<file path="config.mk">
export PLATFORM = sky130hd
export DESIGN_NAME = cache_ctrl
export DESIGN_NICKNAME = d
export VERILOG_FILES = /design/src/verilog/mem_sys_pkg.sv /design/src/verilog/cache_ctrl.sv
export SDC_FILE = /design/constraint.sdc
export NUM_CORES = 1
export LEC_CHECK = 0
export BUFFER_PORTS_ARGS = -buffer_cell sky130_fd_sc_hd__buf_2
export CAP_MARGIN = 20
export CORE_ASPECT_RATIO = 1.2
export CORE_MARGIN = 5
export CORE_UTILIZATION = 58
export DETAILED_ROUTE_END_ITERATION = 10
export PLACE_DENSITY_LB_ADDON = 0.3
export SLEW_MARGIN = 20
export SYNTH_ARGS = -nofsm -noshare
export SYNTH_HDL_FRONTEND = slang
export SYNTH_SLANG_ARGS = --single-unit
export TNS_END_PERCENT = 50
</file>
<file path="constraint.sdc">
create_clock -name clk -period 5.3 [get_ports clk]
set_input_delay 1.06 -clock clk [delete_from_list [all_inputs] [get_ports clk]]
set_output_delay 1.06 -clock clk [all_outputs]
set_load 0.01 [all_outputs]
</file>
<file path="src/verilog/mem_sys_pkg.sv">
/* Shared definitions for the cache memory system
   Address split, cache and memory sizes, way and memory command structs,
   and the cache controller states */
`default_nettype none

package mem_sys_pkg;

   localparam int ADDR_W         = 16;
   localparam int DATA_W         = 16;
   localparam int TAG_W          = 5;
   localparam int INDEX_W        = 8;
   localparam int OFFSET_W       = 3;
   localparam int NUM_SETS       = 1 << INDEX_W;
   localparam int NUM_WAYS       = 2;
   localparam int WORDS_PER_LINE = 4;
   localparam int WORD_SEL_W     = $clog2(WORDS_PER_LINE);
   localparam int NUM_BANKS      = 4;
   localparam int BANK_W         = $clog2(NUM_BANKS);
   localparam int MEM_LATENCY    = 4;
   localparam int BUSY_W         = $clog2(MEM_LATENCY);
   localparam int MEM_WORDS      = 32768;
   localparam int WORD_AW        = $clog2(MEM_WORDS);
   // Refill issues one read per word, last word lands MEM_LATENCY later
   localparam int FILL_CYCLES    = MEM_LATENCY + WORDS_PER_LINE;
   localparam int CNT_W          = $clog2(FILL_CYCLES);

   // Decoded byte address, offset bit 0 must be zero
   typedef struct packed {
      logic [TAG_W-1:0]    tag;
      logic [INDEX_W-1:0]  index;
      logic [OFFSET_W-1:0] offset;
   } addr_fields_t;

   typedef struct packed {
      logic                  enable;
      logic                  comp;
      logic                  write;
      logic [TAG_W-1:0]      tag_in;
      logic [INDEX_W-1:0]    index;
      logic [WORD_SEL_W-1:0] word;
      logic [DATA_W-1:0]     data_in;
      logic                  valid_in;
   } way_cmd_t;

   typedef struct packed {
      logic              hit;
      logic              valid;
      logic              dirty;
      logic [TAG_W-1:0]  tag_out;
      logic [DATA_W-1:0] data_out;
   } way_stat_t;

   typedef struct packed {
      logic               rd;
      logic               wr;
      logic [WORD_AW-1:0] addr;
      logic [DATA_W-1:0]  wdata;
   } mem_req_t;

   typedef enum logic [2:0] {
      IDLE,
      COMPARE,
      WRITE_BACK,
      FILL,
      FINISH
   } ctrl_state_t;

endpackage

`default_nettype wire

</file>
<file path="src/verilog/cache_ctrl.sv">
/* Cache controller FSM
   Lookup, victim choice with LRU, dirty write-back and line refill,
   done and stall generation, read data hold and request error check */
`timescale 1ns/10ps
`default_nettype none

module cache_ctrl
   import mem_sys_pkg::*;
(
   input  wire                           clk,
   input  wire                           rst,
   input  wire                           rd,
   input  wire                           wr,
   input  wire [ADDR_W-1:0]              addr,
   input  wire [DATA_W-1:0]              data_in,
   input  wire way_stat_t [NUM_WAYS-1:0] way_stat,
   output way_cmd_t                      way_cmd,
   output logic [NUM_WAYS-1:0]           way_we,
   output mem_req_t                      mem_req,
   input  wire [DATA_W-1:0]              mem_rd_data,
   output logic                          done,
   output logic                          stall,
   output logic                          cache_hit,
   output logic [DATA_W-1:0]             data_out,
   output logic                          err
);

   ctrl_state_t         state;
   addr_fields_t        req_addr;
   logic                req_wr;
   logic [DATA_W-1:0]   req_data;
   logic [CNT_W-1:0]    cnt;
   logic [CNT_W-1:0]    ret_cnt;
   logic                victim;
   logic                victim_sel;
   logic [NUM_SETS-1:0] lru;
   logic [NUM_WAYS-1:0] hit_vec;
   logic                hit_any;
   logic                hit_way;
   logic [DATA_W-1:0]   hit_data;
   logic [DATA_W-1:0]   data_hold;
   logic                bad_req;
   logic                accept;
   logic                rd_done;
   logic                fill_ret;

   assign hit_vec  = {way_stat[1].hit, way_stat[0].hit};
   assign hit_any  = |hit_vec;
   assign hit_way  = hit_vec[1];
   assign hit_data = way_stat[hit_way].data_out;

   assign done      = (state == COMPARE && hit_any) || state == FINISH;
   assign cache_hit = (state == COMPARE && hit_any);
   assign stall     = (state == COMPARE && !hit_any) || state == WRITE_BACK ||
                      state == FILL;

   // Bad requests flag err and are dropped
   assign bad_req = addr[0] | (rd & wr);
   assign err     = (rd | wr) & ~stall & bad_req;
   assign accept  = (rd | wr) & ~stall & ~bad_req & (state == IDLE || done);

   assign rd_done  = done & ~req_wr;
   assign data_out = rd_done ? hit_data : data_hold;

   // Invalid way first, way 0 before way 1, else the LRU way
   assign victim_sel = !way_stat[0].valid ? 1'b0 :
                       !way_stat[1].valid ? 1'b1 : lru[req_addr.index];

   assign ret_cnt  = cnt - CNT_W'(MEM_LATENCY);
   assign fill_ret = (state == FILL) && (cnt >= CNT_W'(MEM_LATENCY));

   always_comb begin
      way_cmd         = '0;
      way_cmd.tag_in  = req_addr.tag;
      way_cmd.index   = req_addr.index;
      way_cmd.word    = req_addr.offset[OFFSET_W-1:1];
      way_cmd.data_in = req_data;
      case (state)
         COMPARE, FINISH: begin
            way_cmd.enable = 1'b1;
            way_cmd.comp   = 1'b1;
            way_cmd.write  = req_wr;
         end
         WRITE_BACK: begin
            way_cmd.enable = 1'b1;
            way_cmd.word   = cnt[WORD_SEL_W-1:0];
         end
         FILL: begin
            if (fill_ret) begin
               way_cmd.enable   = 1'b1;
               way_cmd.write    = 1'b1;
               way_cmd.word     = ret_cnt[WORD_SEL_W-1:0];
               way_cmd.data_in  = mem_rd_data;
               way_cmd.valid_in = (ret_cnt == CNT_W'(WORDS_PER_LINE - 1));
            end
         end
         default: ;
      endcase
   end

   always_comb begin
      way_we = '0;
      if (state == COMPARE || state == FINISH) begin
         way_we = hit_vec & {NUM_WAYS{req_wr}};
      end else if (fill_ret) begin
         way_we[victim] = 1'b1;
      end
   end

   always_comb begin
      mem_req = '0;
      case (state)
         WRITE_BACK: begin
            mem_req.wr    = 1'b1;
            mem_req.addr  = {way_stat[victim].tag_out, req_addr.index,
                             cnt[WORD_SEL_W-1:0]};
            mem_req.wdata = way_stat[victim].data_out;
         end
         FILL: begin
            if (cnt < CNT_W'(WORDS_PER_LINE)) begin
               mem_req.rd   = 1'b1;
               mem_req.addr = {req_addr.tag, req_addr.index, cnt[WORD_SEL_W-1:0]};
            end
         end
         default: ;
      endcase
   end

   always_ff @(posedge clk) begin
      if (accept) begin
         req_addr <= addr_fields_t'(addr);
         req_data <= data_in;
      end
   end

   always_ff @(posedge clk) begin
      if (rst) begin
         state     <= IDLE;
         cnt       <= '0;
         victim    <= 1'b0;
         req_wr    <= 1'b0;
         lru       <= '0;
         data_hold <= '0;
      end else begin
         if (accept) begin
            req_wr <= wr;
         end
         if (rd_done) begin
            data_hold <= hit_data;
         end
         // Other way becomes the eviction candidate
         if (done) begin
            lru[req_addr.index] <= ~hit_way;
         end
         case (state)
            IDLE: begin
               if (accept) begin
                  state <= COMPARE;
               end
            end
            COMPARE: begin
               if (hit_any) begin
                  state <= accept ? COMPARE : IDLE;
               end else begin
                  victim <= victim_sel;
                  cnt    <= '0;
                  state  <= (way_stat[victim_sel].valid && way_stat[victim_sel].dirty) ?
                            WRITE_BACK : FILL;
               end
            end
            WRITE_BACK: begin
               cnt <= cnt + 1'b1;
               if (cnt == CNT_W'(WORDS_PER_LINE - 1)) begin
                  cnt   <= '0;
                  state <= FILL;
               end
            end
            FILL: begin
               cnt <= cnt + 1'b1;
               if (cnt == CNT_W'(FILL_CYCLES - 1)) begin
                  cnt   <= '0;
                  state <= FINISH;
               end
            end
            FINISH: begin
               state <= accept ? COMPARE : IDLE;
            end
            default: state <= IDLE;
         endcase
      end
   end

   // A lookup only ever starts from a cycle with stall low
   a_no_accept_in_stall: assert property (@(posedge clk) disable iff (rst)
      stall |=> state != COMPARE);

endmodule

`default_nettype wire

</file>
Word level (Yosys, flattened, before mapping)

Index checks and enable logic that the tools add are counted.

Bitwise logic cells: 14
Mux-type cells: 42
Magnitude comparators: 8
Add/sub/neg operators: 2
Reductions and logical operators: 20
Equality and inequality tests: 11

Operators by type and width:

| cell                                                                         | number |
|---|---|
| 256-bit bitwise mux                                                          | 1 |
| 16-bit two-way mux                                                           | 4 |
| 23-bit two-way mux                                                           | 2 |
| 21-bit two-way mux                                                           | 2 |
| 15-bit case mux with 2 select lines                                          | 1 |
| 19-bit two-way mux                                                           | 1 |
| 3-bit two-way mux                                                            | 6 |
| 17-bit two-way mux                                                           | 1 |
| 15-bit two-way mux                                                           | 1 |
| 3-bit case mux with 5 select lines                                           | 1 |
| 3-bit by 2-bit == test with 1-bit output, second input constant              | 4 |
| 1-bit two-way mux                                                            | 12 |
| 8-bit by 9-bit less-than comparator with 1-bit output, second input constant | 1 |
| 3-bit case mux with 3 select lines                                           | 1 |
| 1-bit binary-select mux with 8-bit select                                    | 1 |
| 1-bit demux with 8-bit select                                                | 1 |
| 8-bit by 1-bit >= comparator with 1-bit output, second input constant        | 1 |
| 1-bit bitwise AND                                                            | 6 |
| 3-bit == test, second input constant                                         | 2 |
| 1-bit logical AND                                                            | 6 |
| 1-bit by 2-bit less-than comparator with 1-bit output, second input constant | 3 |
| 2-bit two-way mux                                                            | 3 |
| 1-bit logical OR                                                             | 5 |
| 1-bit NOT                                                                    | 5 |
| other kinds (20)                                                             | 26 |

Output and inout port bits: 90
Bits of input ports: 100
Register bits: 312

Depth between registers and ports, before layout

Word-level depth: 12
Depth in mapped cells: 12
Depth with buffers taken out: 10

Worst setup path after synthesis

OpenSTA, ideal clock, no wires.

Kind: in2reg
Start point: input port way_stat[47] in the netlist's numbering
End point: register req_wr
Data required time: 5172 ps
Library setup time: 128 ps
Cell stages on the path: 7
Slack: 659 ps
Arrival time: 4513 ps
Cell sequence: clkbuf_1 > inv_2 > a31oi_1 > o21ai_1 > a211oi_1 > mux2i_1 > nor2_1

Cells in the longest elaborated chain, start to end: 9
Elaborated cells between the ends (all ways): 12
Classes of those cells: bitwise: 4; reduce/logical: 8

RTL lines:

| what                            | line              | RTL |
|---|---|---|
| from (decl)                     | cache_ctrl.sv:16  | `input wire way_stat_t [NUM_WAYS-1:0] way_stat,` |
| 2-bit OR reduction (*)          | cache_ctrl.sv:48  | `assign hit_any = \|hit_vec;` |
| 1-bit zero test                 | cache_ctrl.sv:54  | `assign stall = (state == COMPARE && !hit_any) \|\| state == WRITE_BACK \|\|` |
| 1-bit logical AND               | cache_ctrl.sv:54  |  |
| 1-bit logical OR (2 in series)  | cache_ctrl.sv:54  |  |
| 1-bit NOT                       | cache_ctrl.sv:60  | `assign accept = (rd \| wr) & ~stall & ~bad_req & (state == IDLE \|\| done);` |
| 1-bit bitwise AND (2 in series) | cache_ctrl.sv:60  |  |
| 1-bit bitwise AND (*)           | cache_ctrl.sv:60  |  |
| to (signal assigned)            | cache_ctrl.sv:146 | `req_wr <= wr;` |
| to (decl)                       | cache_ctrl.sv:30  | `logic req_wr;` |

Mark *: on every way between the ends. The rest lies on a longest branch, timed or not.
A chain may end at the register's enable or synchronous reset.

==> impl_metrics.tcl <==
set metrics [dict create \
    drv_slew 0 \
    rsz0062_at_grt "no" \
    design.core.area_um2 25400 \
    synth_top_cell_by_area "dfxtp_1" \
    start_kind "flop" \
    vias 13200 \
    area_growth_pct 13.5 \
    drc 0 \
    synth_warnings 0 \
    cp_slowest_cell "nor2_1" \
    synth_area_leaders "dfxtp_1, a311oi_1, mux4_2" \
    met1_usage 0.377 \
    slowest_delay_ns 0.79 \
    hold_start "lru[190]$_SDFFE_PP0P_" \
    overflow 0 \
    cts_tree "built" \
    avgSynthCellArea_um2 9.65 \
    timing.fmax_mhz 240 \
    syn_nets 1644 \
    dp_hpwl_mm 27.3 \
    start_util 0.585 \
    cts_made_buffers 30 \
    ys_ff_latch 311 \
    ys_seq_area_frac 0.440 \
    synthDistinctLibCells 51 \
    drive_gt1_frac 0.235 \
    ys_async_sr_fraction 0 \
    dp_cells 1921 \
    dr.first_iter.drc_count 1429 \
    synth_area_um2 14900 \
    final_cells 1979 \
    r2r-start "way_cmd[20]$_DFFE_PN_" \
    dr.pass1.iters 8 \
    period_needed_ns 4.16 \
    r2r_slack_ns 1.81 \
    cts_resized 0 \
    holdPathEnd "lru[190]$_SDFFE_PP0P_" \
    timing.final.crit_share 0.785 \
    antenna_found_initial 2 \
    track_usage 0.290 \
    fin_ws_ns 1.14 \
    h-tree-depth 1 \
    hold_slack_ns 0.480 \
    p_per_area_nw_per_um2 308 \
    wl_per_cell_um 22.2 \
    reg2reg_to "victim$_SDFFE_PP0P_" \
    tightest_slew_ns 1.14 \
    cts_setup_buffers 0 \
    die_area_um2 28900 \
    cp.required_ns 4.24 \
    grt_first_pass_wirelength_mm 68.0 \
    nets 1728 \
    hold_depth 2 \
    path_delay_family "simple AND/OR/NAND/NOR gates" \
    clk_latency_ns 0.56 \
    grt_max_degree 123 \
    critPathMaxFanout 22 \
    cp_common_cell "nor2_1" \
    clock_sinks 311 \
    max_slew_margin 0.236 \
    outcome "finished, final reports clean" \
    cts_root_buffer "clkbuf_16" \
    port_buffers 189 \
    ant_nets 0 \
    stdcell_area_um2 16900 \
    hold_violations 0 \
    r2r_cells 9 \
    clock_skew_ns 0.0176 \
    yosys.area.top_type_share 0.377 \
    endpoint_kind "output port" \
    max_cap_viol_count 0 \
    wirelength_mm 44.0 \
    leakage_uw 0.00571 \
    crit_path_cell_trace "inv_2 > nand2_1 > inv_1 > nor2_1 > nor2_1 > buf_2" \
    worstHoldPathType "reg2reg" \
    hold_buffers 0 \
    setup_viol 0 \
    chipWidth_um 156 \
    dp_slack_ns 1.30 \
    grt_pass1_vias 12500 \
    grt_use_met2 0.481 \
    ir_drop_v 0.000238 \
    path_clk_slew_ns 0.06 \
    criticalPathCategory "reg2out" \
    synth_edf_count 31 \
    place.gp.congestion 0.853 \
    io_pins 190 \
    die-height_um 185 \
    ys.flop_type "dfxtp_1" \
    netlist_instances 1540 \
    crit_buf_inv 3 \
    vias_per_cell 6.66 \
    setup_tns_ns 0 \
    grt_util_met3 0.0428 \
    arrival_ns 3.10 \
    rows 64 \
    cts_max_path_buffers 3 \
    placedInstanceArea_um2 15800 \
    grt-busiest-layer "met2" \
]
[sequential cells by signal, summed over array words and instances (netlist names)]
name	cells
req_wr	1
way_cmd	13
lru	256
data_hold	16
req_data	16
state	3
req_addr	2
cnt	3
victim	1
[report_power, final]
group	internal, uW	leakage, uW	switching (uW)
clock	1290	0.000489	905
sequential	2420	0.00254	31.1
combinational	183	0.00267	366
[tightest hold or removal path, stage by stage (launching register included)]
cell and delay [ns]:
dfxtp_1 0.31, o21ai_0 0.06, a21oi_1 0.06
[area by class of cell]
type | instances | area, um2
fillers | 2013 | 8520
repair buffers | 232 | 1310
flip-flops and latches | 311 | 6540
clock buffers | 42 | 868
well taps | 330 | 413
inverters | 15 | 56.3
multi-input cells | 1034 | 7530
diodes | 2 | 5.00
clock inverters | 13 | 153
[layout by cell type (no fill, tap or decap), types with 21 or more instances in the layout]
master | netlist | layout
a21oi_1 | 196 | 196
dfxtp_1 | 280 | 280
edfxtp_1 | 31 | 31
a211oi_1 | 79 | 78
a311oi_1 | 162 | 162
mux4_2 | 62 | 62
buf_4 | 19 | 41
buf_2 | 24 | 187
mux2_2 | 21 | 21
mux2i_1 | 63 | 63
clkbuf_16 | 0 | 32
nand2_1 | 51 | 51
nor2b_1 | 29 | 29
nor2_1 | 216 | 215
[synth_stat cells (4+ instances only)]
cell,number
dfxtp_1,280
nand2b_1,9
o21ai_0,16
o211ai_1,4
mux4_2,62
nor2_1,216
nand3_1,12
clkbuf_1,128
buf_6,5
ha_1,4
nand4_1,8
a22oi_1,9
mux2i_1,63
buf_1,4
nor3_1,21
a311oi_1,162
nor2b_1,29
a211oi_1,79
mux2_2,21
nor4_1,4
buf_4,19
nand2_1,51
buf_2,24
o21ai_1,8
a21oi_1,196
nor2_2,8
a221oi_1,5
or3_1,14
nor3_2,4
inv_1,11
edfxtp_1,31
[per-stage QoR]
step / power [uW] / util
floorplan: 2850 / -
global placement: 3030 / 0.623
detailed placement: 3040 / 0.623
CTS: 5200 / 0.664
global route: 5350 / 0.664
finish: 5190 / 0.664
[kinds of logic after synthesis]
logic type,Yosys count,synth area share
AOI/OAI and AO/OA,499,0.230
and+or+nand+nor,384,0.115
adders and majority gates,4,0.00337
buffers and inverters,195,0.0586
DFF,311,0.440
muxes,146,0.152
xor gates and xnor gates,1,0.000590
[metal layers]
layer  up-vias  share of wire
li1       6019              -
met1      6228           0.38
met2       796           0.47
met3       143           0.10
met4         0          0.044
met5         -              0
[worst max path at each step]
stage	from	to	slack, ns	depth (start not counted)
floorplan	way_stat[47]	req_wr$_SDFFE_PP0N_	0.66	7
global placement	way_stat[47]	err	1.30	8
detailed placement	way_stat[47]	data_out[15]	1.30	7
CTS	state[0]$_SDFFE_PP0P_	mem_req[21]	1.11	6
global route	state[0]$_SDFFE_PP0P_	mem_req[21]	0.86	6
finish	state[0]$_SDFFE_PP0P_	mem_req[21]	1.14	6
Note: power is estimated with default switching activity, not from simulation.
